File: src/logic/exec_params.svh
`ifndef EXEC_PARAMS_SVH
`define EXEC_PARAMS_SVH

// datapath width
`define XLEN            64

// machine CSR addresses handled by the execute unit
`define CSR_MSTATUS     12'd768
`define CSR_MTVEC       12'd773
`define CSR_MEPC        12'd833
`define CSR_MCAUSE      12'd834

// environment call from M-mode
`define MCAUSE_ECALL_M  64'd11

// result queue entries, also the issue credits upstream starts with
`define RQ_DEPTH        4
// credits granted by the writeback consumer at reset
`define WB_CREDITS      2

`endif

File: src/logic/exec_pkg.sv
`include "exec_params.svh"

package exec_pkg;

    // ALU operation, 4 bits
    typedef enum logic [3:0] {
        alu_add     = 4'd0,
        alu_sub     = 4'd1,
        alu_and     = 4'd2,
        alu_or      = 4'd3,
        alu_xor     = 4'd4,
        alu_sll     = 4'd5,
        alu_srl     = 4'd6,
        alu_sra     = 4'd7,
        alu_slt     = 4'd8,
        alu_sltu    = 4'd9,
        alu_csr_set = 4'd10, // csrrs / csrrsi
        alu_ecall   = 4'd11
    } alu_op_e;

    // ALU source pair selection, code 7 is not defined
    typedef enum logic [2:0] {
        sel_reg     = 3'd0,
        sel_imm     = 3'd1,
        sel_four_pc = 3'd2,
        sel_imm_pc  = 3'd3,
        sel_csrrs   = 3'd4,
        sel_csrrsi  = 3'd5,
        sel_ecall   = 3'd6
    } src_sel_e;

    typedef struct packed {
        logic              valid;    // filled in by the top from issue_valid
        alu_op_e           op;
        src_sel_e          src_sel;
        logic [`XLEN-1:0]  rs1_data;
        logic [`XLEN-1:0]  rs2_data;
        logic [`XLEN-1:0]  imm;
        logic [`XLEN-1:0]  pc;
        logic [11:0]       csr_addr;
        logic              hazard;   // forces src2 to zero
    } issue_pkt_t;

    typedef struct packed {
        logic [`XLEN-1:0]  src1;
        logic [`XLEN-1:0]  src2;
    } operands_t;

    // ecall_we writes data to mepc and the ecall cause to mcause
    typedef struct packed {
        logic              we;
        logic              ecall_we;
        logic [11:0]       addr;
        logic [`XLEN-1:0]  data;
    } csr_wr_t;

    typedef struct packed {
        logic [`XLEN-1:0]  data;
        logic              trap;
    } result_t;

endpackage

File: src/logic/operand_select.sv
`include "exec_params.svh"

module operand_select (
    input  exec_pkg::issue_pkt_t issue,
    input  logic [`XLEN-1:0]     csr_rdata, // value of the CSR at issue.csr_addr
    output exec_pkg::operands_t  ops
);

    import exec_pkg::*;

    always_comb begin
        ops.src1 = issue.rs1_data; // default is the register pair
        ops.src2 = issue.rs2_data;
        if (issue.hazard) begin
            ops.src2 = '0; // hazard overrides the select code
        end else begin
            case (issue.src_sel)
                sel_reg: begin
                    ops.src2 = issue.rs2_data;
                end
                sel_imm: begin
                    ops.src2 = issue.imm;
                end
                sel_four_pc: begin
                    ops.src1 = `XLEN'd4; // pc + 4
                    ops.src2 = issue.pc;
                end
                sel_imm_pc: begin
                    ops.src1 = issue.imm; // pc + imm
                    ops.src2 = issue.pc;
                end
                sel_csrrs: begin
                    ops.src1 = issue.rs1_data; // set mask from register
                    ops.src2 = csr_rdata;      // old csr value
                end
                sel_csrrsi: begin
                    ops.src1 = issue.imm; // zimm already in imm
                    ops.src2 = csr_rdata;
                end
                sel_ecall: begin
                    ops.src1 = issue.pc;
                    ops.src2 = issue.pc;
                end
                default: begin
                    ops.src1 = issue.rs1_data;
                    ops.src2 = issue.rs2_data;
                end
            endcase
        end
    end

    // select code must be defined for a valid packet
    always_comb begin
        if (issue.valid) begin
            src_sel_known_a: assert (issue.src_sel inside {sel_reg, sel_imm, sel_four_pc,
                                                           sel_imm_pc, sel_csrrs, sel_csrrsi,
                                                           sel_ecall})
                else $error("operand_select: undefined src_sel %0d", issue.src_sel);
        end
    end

endmodule

File: src/logic/csr_file.sv
`include "exec_params.svh"

module csr_file (
    input  logic                 clk,
    input  logic                 arst_n,
    input  logic [11:0]          rd_addr,
    output logic [`XLEN-1:0]     rdata,
    input  exec_pkg::csr_wr_t    wr
);

    logic [`XLEN-1:0] mstatus;
    logic [`XLEN-1:0] mtvec;
    logic [`XLEN-1:0] mepc;
    logic [`XLEN-1:0] mcause;

    always_comb begin
        case (rd_addr)
            `CSR_MSTATUS: rdata = mstatus;
            `CSR_MTVEC:   rdata = mtvec;
            `CSR_MEPC:    rdata = mepc;
            `CSR_MCAUSE:  rdata = mcause;
            default:      rdata = '0; // unknown csr reads zero
        endcase
    end

    always_ff @(posedge clk or negedge arst_n) begin
        if (!arst_n) begin
            mstatus <= '0;
            mtvec   <= '0;
            mepc    <= '0;
            mcause  <= '0;
        end else if (wr.ecall_we) begin
            mepc   <= wr.data; // trapping pc
            mcause <= `MCAUSE_ECALL_M;
        end else if (wr.we) begin
            case (wr.addr)
                `CSR_MSTATUS: mstatus <= wr.data;
                `CSR_MTVEC:   mtvec   <= wr.data;
                `CSR_MEPC:    mepc    <= wr.data;
                `CSR_MCAUSE:  mcause  <= wr.data;
                default:      ; // dropped
            endcase
        end
    end

    // the alu filters out writes to addresses not held here
    csr_wr_known_a: assert property (
        @(posedge clk) disable iff (!arst_n)
        wr.we |-> (wr.addr inside {`CSR_MSTATUS, `CSR_MTVEC, `CSR_MEPC, `CSR_MCAUSE})
    ) else $error("csr_file: write to unknown csr address %0d", wr.addr);

endmodule

File: src/logic/alu.sv
`include "exec_params.svh"

module alu (
    input  logic                 clk,
    input  logic                 arst_n,
    input  logic                 in_valid,
    input  exec_pkg::alu_op_e    op,
    input  logic [11:0]          csr_addr,
    input  exec_pkg::operands_t  ops,
    output exec_pkg::csr_wr_t    csr_wr,
    output logic                 wb_valid,
    output exec_pkg::result_t    wb_result
);

    import exec_pkg::*;

    logic [5:0]       shamt;
    logic [`XLEN-1:0] res_d;
    logic             trap_d;
    logic             csr_known;

    assign shamt     = ops.src2[5:0]; // rv64 shift amount
    assign csr_known = csr_addr inside {`CSR_MSTATUS, `CSR_MTVEC, `CSR_MEPC, `CSR_MCAUSE};

    always_comb begin
        trap_d = 1'b0;
        case (op)
            alu_add:     res_d = ops.src1 + ops.src2;
            alu_sub:     res_d = ops.src1 - ops.src2;
            alu_and:     res_d = ops.src1 & ops.src2;
            alu_or:      res_d = ops.src1 | ops.src2;
            alu_xor:     res_d = ops.src1 ^ ops.src2;
            alu_sll:     res_d = ops.src1 << shamt;
            alu_srl:     res_d = ops.src1 >> shamt;
            alu_sra:     res_d = $signed(ops.src1) >>> shamt;
            alu_slt:     res_d = `XLEN'($signed(ops.src1) < $signed(ops.src2));
            alu_sltu:    res_d = `XLEN'(ops.src1 < ops.src2);
            alu_csr_set: res_d = ops.src2; // old csr value
            alu_ecall: begin
                res_d  = ops.src1; // pc of the ecall
                trap_d = 1'b1;
            end
            default:     res_d = '0;
        endcase
    end

    // csr side effects land on the same edge as the result register
    always_comb begin
        csr_wr.we       = in_valid && (op == alu_csr_set) && csr_known;
        csr_wr.ecall_we = in_valid && (op == alu_ecall);
        if (op == alu_ecall) begin
            csr_wr.addr = `CSR_MEPC;
            csr_wr.data = ops.src1;
        end else begin
            csr_wr.addr = csr_addr;
            csr_wr.data = ops.src1 | ops.src2; // set bits into old value
        end
    end

    always_ff @(posedge clk or negedge arst_n) begin
        if (!arst_n) begin
            wb_valid <= 1'b0;
        end else begin
            wb_valid <= in_valid;
        end
    end

    always_ff @(posedge clk) begin
        if (in_valid) begin
            wb_result.data <= res_d;
            wb_result.trap <= trap_d;
        end
    end

endmodule

File: src/logic/result_queue.sv
`include "exec_params.svh"

module result_queue (
    input  logic                 clk,
    input  logic                 arst_n,
    input  logic                 wb_valid,
    input  exec_pkg::result_t    wb_result,
    input  logic                 result_credit,
    output logic                 result_valid,
    output exec_pkg::result_t    result,
    output logic                 issue_credit
);

    import exec_pkg::*;

    result_t                           mem [`RQ_DEPTH];
    logic [$clog2(`RQ_DEPTH)-1:0]      wr_ptr;
    logic [$clog2(`RQ_DEPTH)-1:0]      rd_ptr;
    logic [$clog2(`RQ_DEPTH):0]        count;
    logic [$clog2(`WB_CREDITS):0]      wb_cnt;   // writeback credits held
    logic                              full;
    logic                              empty;
    logic                              pop;

    assign full  = (count == `RQ_DEPTH);
    assign empty = (count == '0);
    assign pop   = !empty && (wb_cnt != '0); // need an entry and a credit

    always_ff @(posedge clk) begin
        if (wb_valid) begin
            mem[wr_ptr] <= wb_result;
        end
        if (pop) begin
            result <= mem[rd_ptr];
        end
    end

    always_ff @(posedge clk or negedge arst_n) begin
        if (!arst_n) begin
            wr_ptr       <= '0;
            rd_ptr       <= '0;
            count        <= '0;
            wb_cnt       <= `WB_CREDITS;
            result_valid <= 1'b0;
            issue_credit <= 1'b0;
        end else begin
            if (wb_valid) begin
                wr_ptr <= wr_ptr + 1'b1; // depth is a power of two
            end
            if (pop) begin
                rd_ptr <= rd_ptr + 1'b1;
            end
            case ({wb_valid, pop})
                2'b10:   count <= count + 1'b1;
                2'b01:   count <= count - 1'b1;
                default: count <= count;
            endcase
            case ({pop, result_credit})
                2'b10:   wb_cnt <= wb_cnt - 1'b1;
                2'b01:   wb_cnt <= wb_cnt + 1'b1;
                default: wb_cnt <= wb_cnt; // spend and return cancel
            endcase
            result_valid <= pop;
            issue_credit <= pop; // entry freed, upstream may issue again
        end
    end

    // upstream credits cover the pipeline as well as the queue
    rq_no_overflow_a: assert property (
        @(posedge clk) disable iff (!arst_n)
        wb_valid |-> !full
    ) else $error("result_queue: write while full");

    rq_wb_credit_max_a: assert property (
        @(posedge clk) disable iff (!arst_n)
        wb_cnt <= `WB_CREDITS
    ) else $error("result_queue: writeback credits above grant, %0d", wb_cnt);

endmodule

File: src/logic/exec_unit.sv
`include "exec_params.svh"

module exec_unit (
    input  logic                 clk,
    input  logic                 arst_n,
    input  logic                 issue_valid,
    input  exec_pkg::issue_pkt_t issue,
    output logic                 issue_credit,
    output logic                 result_valid,
    output exec_pkg::result_t    result,
    input  logic                 result_credit
);

    import exec_pkg::*;

    issue_pkt_t       issue_q;   // packet with its valid bit taken from issue_valid
    operands_t        ops;
    csr_wr_t          csr_wr;
    logic [`XLEN-1:0] csr_rdata;
    logic             wb_valid;
    result_t          wb_result;

    always_comb begin
        issue_q       = issue;
        issue_q.valid = issue_valid;
    end

    operand_select u_operand_select (
        .issue      (issue_q),
        .csr_rdata  (csr_rdata),
        .ops        (ops)
    );

    csr_file u_csr_file (
        .clk        (clk),
        .arst_n     (arst_n),
        .rd_addr    (issue_q.csr_addr),
        .rdata      (csr_rdata),
        .wr         (csr_wr)
    );

    alu u_alu (
        .clk        (clk),
        .arst_n     (arst_n),
        .in_valid   (issue_q.valid),
        .op         (issue_q.op),
        .csr_addr   (issue_q.csr_addr),
        .ops        (ops),
        .csr_wr     (csr_wr),
        .wb_valid   (wb_valid),
        .wb_result  (wb_result)
    );

    result_queue u_result_queue (
        .clk           (clk),
        .arst_n        (arst_n),
        .wb_valid      (wb_valid),
        .wb_result     (wb_result),
        .result_credit (result_credit),
        .result_valid  (result_valid),
        .result        (result),
        .issue_credit  (issue_credit)
    );

endmodule

File: config.mk
export PLATFORM = sky130hd
export DESIGN_NAME = exec_unit
export DESIGN_NICKNAME = d
export VERILOG_FILES = /design/src/logic/exec_pkg.sv /design/src/logic/operand_select.sv /design/src/logic/csr_file.sv /design/src/logic/alu.sv /design/src/logic/result_queue.sv /design/src/logic/exec_unit.sv
export VERILOG_INCLUDE_DIRS = /design/src /design/src/logic
export SDC_FILE = /design/constraint.sdc
export NUM_CORES = 2
export LEC_CHECK = 0
export BUFFER_PORTS_ARGS = -buffer_cell sky130_fd_sc_hd__buf_2
export CAP_MARGIN = 20
export CORE_MARGIN = 8
export CORE_UTILIZATION = 50
export CTS_CLUSTER_DIAMETER = 100
export DETAILED_ROUTE_END_ITERATION = 6
export PLACE_DENSITY_LB_ADDON = 0.12
export SYNTH_ARGS = -nofsm -noshare
export SYNTH_HDL_FRONTEND = slang
export SYNTH_SLANG_ARGS = --single-unit
File: constraint.sdc
create_clock -name clk -period 9.2 [get_ports clk]
set_input_delay 0.92 -clock clk [delete_from_list [all_inputs] [get_ports clk]]
set_output_delay 0.92 -clock clk [all_outputs]
set_load 0.05 [all_outputs]
* Word level (Yosys, flattened, before mapping)
Memories as Yosys holds them, arrays and structs flattened. A register that Yosys moved wholly into a read port is not among the register bits.
Index checks and enable logic that the tools add are counted.
** Operators by class
- Add/sub/neg operators :: 8
- Order comparisons :: 2
- Eq/ne operators :: 29
- Shift operators :: 3
- Muxes and demuxes :: 18
- Bitwise operators :: 4
- Reduce and logical (&&, ||, !) cells :: 21
** Operators by type and width (number)
- case mux 64 bit (12 select lines) :: 1
- 2-to-1 mux 64 bit :: 8
- case mux 64 bit (3 select lines) :: 2
- case mux 64 bit (4 select lines) :: 1
- < comparator 64 bit :: 2
- == test 12 x 10 -> 1 bit, second input constant :: 8
- 2-to-1 mux 76 bit :: 1
- adder 64 bit :: 1
- bitwise AND 64 bit :: 1
- OR 64 bit :: 1
- << shifter 64 x 6 -> 64 bit :: 1
- >> shifter 64 x 6 -> 64 bit :: 1
- >>> shifter 64 x 6 -> 64 bit :: 1
- subtractor 64 bit :: 1
- bitwise XOR 64 bit :: 1
- == test 4 x 3 -> 1 bit, second input constant :: 4
- == test 4 bit, second input constant :: 4
- nonzero test 2 bit :: 6
- == test 3 bit, second input constant :: 3
- == test 4 x 2 -> 1 bit, second input constant :: 2
- adder 2 x 1 -> 2 bit, second input constant :: 3
- == test 3 x 2 -> 1 bit, second input constant :: 2
- case mux 3 bit (2 select lines) :: 1
- AND reduction 3 bit :: 2
- other kinds (18) :: 27
** Word-level totals
- Flip-flop bits (word level) :: 332
- Bits in writable memories :: 260
- Bits of input ports :: 281
- Output and inout bits :: 67
- Word-level logic and storage cells :: 98
- Memories :: 1
** Memories
- u_result_queue.mem :: words 4, bits a word 65, rd ports 1, clocked after memory_dff 1, write ports 1, line result_queue.sv:16 : result_t mem [`RQ_DEPTH];

* Longest topological paths before layout
- Word-level depth :: 10
- Gate-level depth with buffers :: 26
- Gate-level depth less buffers :: 19

* By module
Synthesis repeated with hierarchy kept, for this count alone.
** Second synthesis, totals
- Cell total of the unflattened synthesis :: 5178
- Area, all modules :: 49217.2 um2
** By module, submodules not included
- alu :: times used 1, cells each 3265, area each 22401.5 um2, seq. area each 1976.9 um2
- result_queue :: times used 1, cells each 450, area each 11892.7 um2, seq. area each 10010.9 um2
- csr_file :: times used 1, cells each 930, area each 11562.3 um2, seq. area each 6406.1 um2
- operand_select :: times used 1, cells each 533, area each 3360.7 um2, seq. area each 0.0 um2

* Worst setup path after synthesis
No wires, ideal clock.
- Path type :: input-to-reg
- Start point :: input issue[269] (netlist name)
- End point :: register u_alu.wb_result[56] (netlist name)
- Setup time :: 263 ps
- Data arrival time :: 6934 ps
- Required time :: 8937 ps
- Path slack :: 2003 ps
- Stages :: 24
- Path buffers :: 8
- Cell sequence :: buf_6 -> clkbuf_1 -> buf_1 -> nor2b_1 -> o31ai_1 -> o41ai_1 -> or2_1 -> clkbuf_1 -> buf_1 -> buf_1 -> clkbuf_1 -> clkbuf_1 -> ha_1 -> a21o_1 -> a31oi_1 -> a31oi_1 -> a211o_1 -> a2111oi_0 -> o21ai_0 -> a21o_1 -> a21oi_1 -> nand2b_1 -> a221o_1 -> a2111o_1
** On the way
- Word-level cells in the longest chain between the ends :: 6
- Elaborated cells on any way between the ends :: 22
- Those cells by class :: 2 x add/sub; 6 x eq/ne; 3 x shift; 5 x mux; 3 x bitwise; 3 x reduce/logical
** Ends and longest elaborated chain
- start, declared :: line exec_unit.sv:7 : input exec_pkg::issue_pkt_t issue,
- == test 3 x 2 -> 1 bit or == test 3 bit (tied branches) :: line operand_select.sv:17 : case (issue.src_sel)
- OR reduction 3 bit (no source line) or OR reduction 2 bit (tied branches)
- case mux 64 bit (3 select lines) :: line operand_select.sv:17
- 2-to-1 mux 64 bit :: line operand_select.sv:14 : if (issue.hazard) begin
- subtractor 64 bit, or another cell as far along :: line alu.sv:29 : alu_sub: res_d = ops.src1 - ops.src2;
- case mux 64 bit (12 select lines) * :: line alu.sv:27 : case (op)
- named net u_alu.res_d[55] :: line alu.sv:18 : logic [`XLEN-1:0] res_d;
The timed path passes the listed nets; every way through them passes the cells marked *.
A chain may end at the register's enable or synchronous reset.

* Final worst setup path
- Start point :: input issue[12] (netlist name)
- End point :: register u_alu.wb_result[29] (netlist name)
** On the way
- Word-level cells in the longest chain between the ends :: 6
- Elaborated cells on any way between the ends :: 16
- Those cells by class :: 2 x add/sub; 4 x eq/ne; 3 x shift; 4 x mux; 3 x bitwise
** Ends and longest elaborated chain
- == test 12 x 10 -> 1 bit :: line csr_file.sv:17 : case (rd_addr)
- case mux 64 bit (4 select lines) * :: line csr_file.sv:17
- case mux 64 bit (3 select lines) * :: line operand_select.sv:17
- 2-to-1 mux 64 bit * :: line operand_select.sv:14
- subtractor 64 bit, or another cell as far along :: line alu.sv:29
- case mux 64 bit (12 select lines) * :: line alu.sv:27
- named net u_alu.res_d[28] :: line alu.sv:18
Marks and branches as above.

==> Implementation_results.wiki <==
{| class="wikitable"
! Metric !! Value
|-
| Top cell type's share of synthesized area || 23.54%
|-
| Minimum setup slack among reg-to-reg paths || 1.38 ns
|-
| Worst-Margin Slew || between 1.5 and 2 ns
|-
| Main area contributors after synthesis || edfxtp_1 24%, dfrtp_1 13%, o21ai_0 5.8%
|-
| Number of H-tree branching levels || 3
|-
| Mean instance size in the synthesized netlist || 8.945 sq um
|-
| RSZ-0062 raised after global routing || false
|-
| Area growth from synthesis to layout || 11.52%
|-
| Y dimension of the die || ~330 um
|-
| Max-Cap Viols || 0
|-
| Number of antenna violations at the first check in global routing || 22
|-
| CP endpoint kind || register
|-
| Post-Syn Area || 49,740 sq um
|-
| Data required time at the worst endpoint || 9.58 ns
|-
| # setup viols final || 0
|-
| Maximum number of pins on one net before global-route repair || 162
|-
| Worst slew margin relative to its limit || -7.435%
|-
| CTS tree || built
|-
| Fin area || 55,470 sq um
|-
| Floorplan row count || 115
|-
| Final ANT Viol Nets || 0
|-
| Data arrival at the endpoint of the critical path || just over 9 ns
|-
| Number of enable flip-flop cells after synthesis || 390
|-
| Tot GR Track Use || 45.27%
|-
| Final Non-Filler Cells || 7,054
|-
| Detail-routed via count per cell || 7.339
|-
| Violated checks || slew limit
|-
| Number of ports placed on the die boundary || 348
|-
| Worst Slack Setup Final || between 0.5 and 0.6 ns
|-
| Peak Freq || 115.1 MHz
|-
| Global-route wire length before repair || roughly 360 mm
|-
| Setup tns final || 0 ns
|-
| Reg-to-reg endpoint || u_alu.wb_result[29]
|-
| GRT overflow || 0
|-
| Minimum setup slack after placement || 0.4672 ns
|-
| Post-synth net total || 6,053
|-
| Vias in the first global route || 48,420
|-
| Path category of the worst min-delay check || in2async
|-
| Layout Nets || 6,201
|-
| Number of remaining DRC errors || 0
|-
| Dominant cell by count in the synthesized netlist || o21ai_0
|-
| Yosys synthesis warning count || 0
|-
| Portion of the post-synthesis area used by sequential elements || between 30% and 40%
|-
| Cell at the root of the clock tree || clkbuf_16
|-
| Post-CTS Hold Fix Bufs || 0
|-
| Most used DFF post-synth || edfxtp_1
|-
| Worst Skew || 0.06429 ns
|-
| Async set or reset register ratio after synthesis || 40.64%
|-
| Cell accounting for the most synthesized area || edfxtp_1
|-
| # Post-CTS Setup Buffers || 0
|-
| Share of layout cells above drive strength 1 || 16.16%
|-
| Drt wl/cell || 37.06 um
|-
| Cell area after placement || 52,920 sq um
|-
| Core box area || 98,560 sq um
|-
| Global placement routability congestion || 1.122
|-
| Total leakage power || 22.06 nW
|-
| Filler cell count in the final layout || slightly below 9,000
|-
| Max FO, Critical Path || 44
|-
| Run status || finished, violations left
|-
| Worst reg2reg startpoint || u_csr_file.mstatus[2]
|-
| Via total after detailed routing || 51,770
|-
| Number of hold-slack violations in the final timing report || 0
|-
| Post-detailed-routing wire length || between 200 and 300 mm
|-
| CTS buffer count || 70
|-
| Synthesis-stage register bit count || 657
|-
| Critical path launch point type || input pin
|-
| Fin. max-slew vios || 3
|-
| Most frequent cells after synthesis || 578 x o21ai_0, 540 x nor2_1, 468 x nand2_1
|-
| Clk sink count || about 660
|-
| Number of DRC markers after the initial detailed-route iteration || 8,454
|-
| Clock latency at the later pin of the worst-skew pair || 0.68 ns
|-
| X dimension of the die || roughly 330 um
|-
| Reg clk slew, reported paths || roughly 0.06 ns
|-
| Synthesized instance count || around 5,600
|-
| Type of the worst setup path || in2reg
|-
| Cell Pwr Density || 213.6 nW/um^2
|-
| Final Critical Period || 8.691 ns
|-
| Synth unique cells || 98
|-
| Post-Place Cells || 6,916
|-
| Router iterations before antenna repair || 7
|-
| Initial cell density of the core || ~50%
|-
| Depth of the most critical reg-to-reg path || 17
|-
| Number of buffers between clock root and the deepest sink || 3
|-
| I/O Buffers || 346
|-
| Peak VDD IR || 248.9 uV
|-
| Overall die area || 109,800 sq um
|-
| Count of instances resized after the clock tree is built || 0
|-
| Detailed placer's ending HPWL || 198.9 mm
|-
| Period utilization || 94.47%
|}
==> routing by layer <==
metal / track usage, % / routed length [um] / vias up
met5: 0.8415 / 248 / -
met3: 15.10 / 33140 / 983
li1: - / - / 21470
met4: 32.52 / 24170 / 20
met1: 56.09 / 95400 / 25170
met2: 65.80 / 108400 / 4125
==> worst max-delay path: stages <==
cell and delay [ns]:
buf_2 0.10, nor4bb_1 0.69, nand3_1 0.38, nor3b_2 0.33, buf_12 0.29, a22oi_1 0.14, a21oi_1 0.18, o221a_2 0.25
inv_1 0.08, ha_1 0.46, or3_1 0.45, a211o_1 0.28, a311oi_1 0.67, a2111oi_0 0.39, o31ai_1 0.68, a41oi_1 0.64
o31ai_1 0.50, or2_2 0.17, a22oi_1 0.12, nor4_1 0.84, buf_4 0.28, nand3_1 0.16
==> cell type report <==
type / instances / area (sq um) / share of cell area [%]
flip-flops and latches: 657 / 18400 / 33.17
clock buffers: 85 / 1882 / 3.392
repair buffers: 535 / 3283 / 5.918
well taps: 1287 / 1610 / 2.903
multi-input cells: 4230 / 28890 / 52.09
inverters: 215 / 819.5 / 1.477
clock inverters: 39 / 571.8 / 1.031
diodes: 6 / 15.01 / 0.02707
==> state kept, by name, indices dropped and copies added (netlist names), 3 cells and up <==
| register | count |
|---|---|
| u_result_queue.mem | 260 |
| u_csr_file.mstatus | 64 |
| u_alu.wb_result | 65 |
| u_csr_file.mtvec | 64 |
| u_result_queue.count | 3 |
| u_result_queue.result | 65 |
| u_csr_file.mcause | 64 |
| u_csr_file.mepc | 64 |
==> metrics by stage <==
step           total power (W)  util (%)  hold WS [ns]
2_1_floorplan         0.006928         -        0.4418
3_3_place_gp          0.008587     53.69        0.4537
3_5_place_dp          0.008658     53.69        0.4626
4_1_cts                0.01168     56.18        0.3176
5_1_grt                0.01214     56.27        0.3729
6_report               0.01185     56.28        0.2832
==> cells by family after synthesis <==
group	synth area share (%)
muxes	10.31
AOI/OAI and AO/OA	28.12
xor gates and xnor gates	0.4729
and+or+nand+nor	13.40
DFF	36.98
adders and majority gates	5.353
buffers and inverters	5.368
==> how the worst max path moves through the flow <==
stage                          end  slack, ns  cells past startpoint       start
2_1_floorplan  u_alu.wb_result[56]       2.00                     24  issue[269]
3_3_place_gp   u_alu.wb_result[29]       0.54                     22   issue[12]
3_5_place_dp   u_alu.wb_result[29]       0.47                     22   issue[12]
4_1_cts        u_alu.wb_result[29]       1.12                     22   issue[12]
5_1_grt        u_alu.wb_result[29]       0.53                     22   issue[12]
6_report       u_alu.wb_result[29]       0.51                     22   issue[12]
==> report_power, final <==
part           total [W]  leakage (nW)  internal (W)  switching [W]
sequential       0.00415          7.27       0.00387       0.000281
clock            0.00301          1.18       0.00174        0.00127
combinational    0.00468          13.6       0.00135        0.00334
total             0.0119          22.1       0.00696        0.00489
==> layout by cell type (no fill, tap or decap), types with 86 or more instances in the layout <==
master / n
nor2b_1: 86
buf_4: 177
o21ai_0: 577
nor2_1: 538
mux2i_1: 212
a211oi_1: 98
inv_1: 200
ha_1: 208
o22ai_1: 91
dfrtp_1: 264
edfxtp_1: 390
nand3_1: 127
a22oi_1: 143
o221ai_1: 120
mux4_2: 94
a21oi_1: 374
nand2_1: 463
o211ai_1: 143
buf_2: 344
Power figures use the tool's default switching activity.
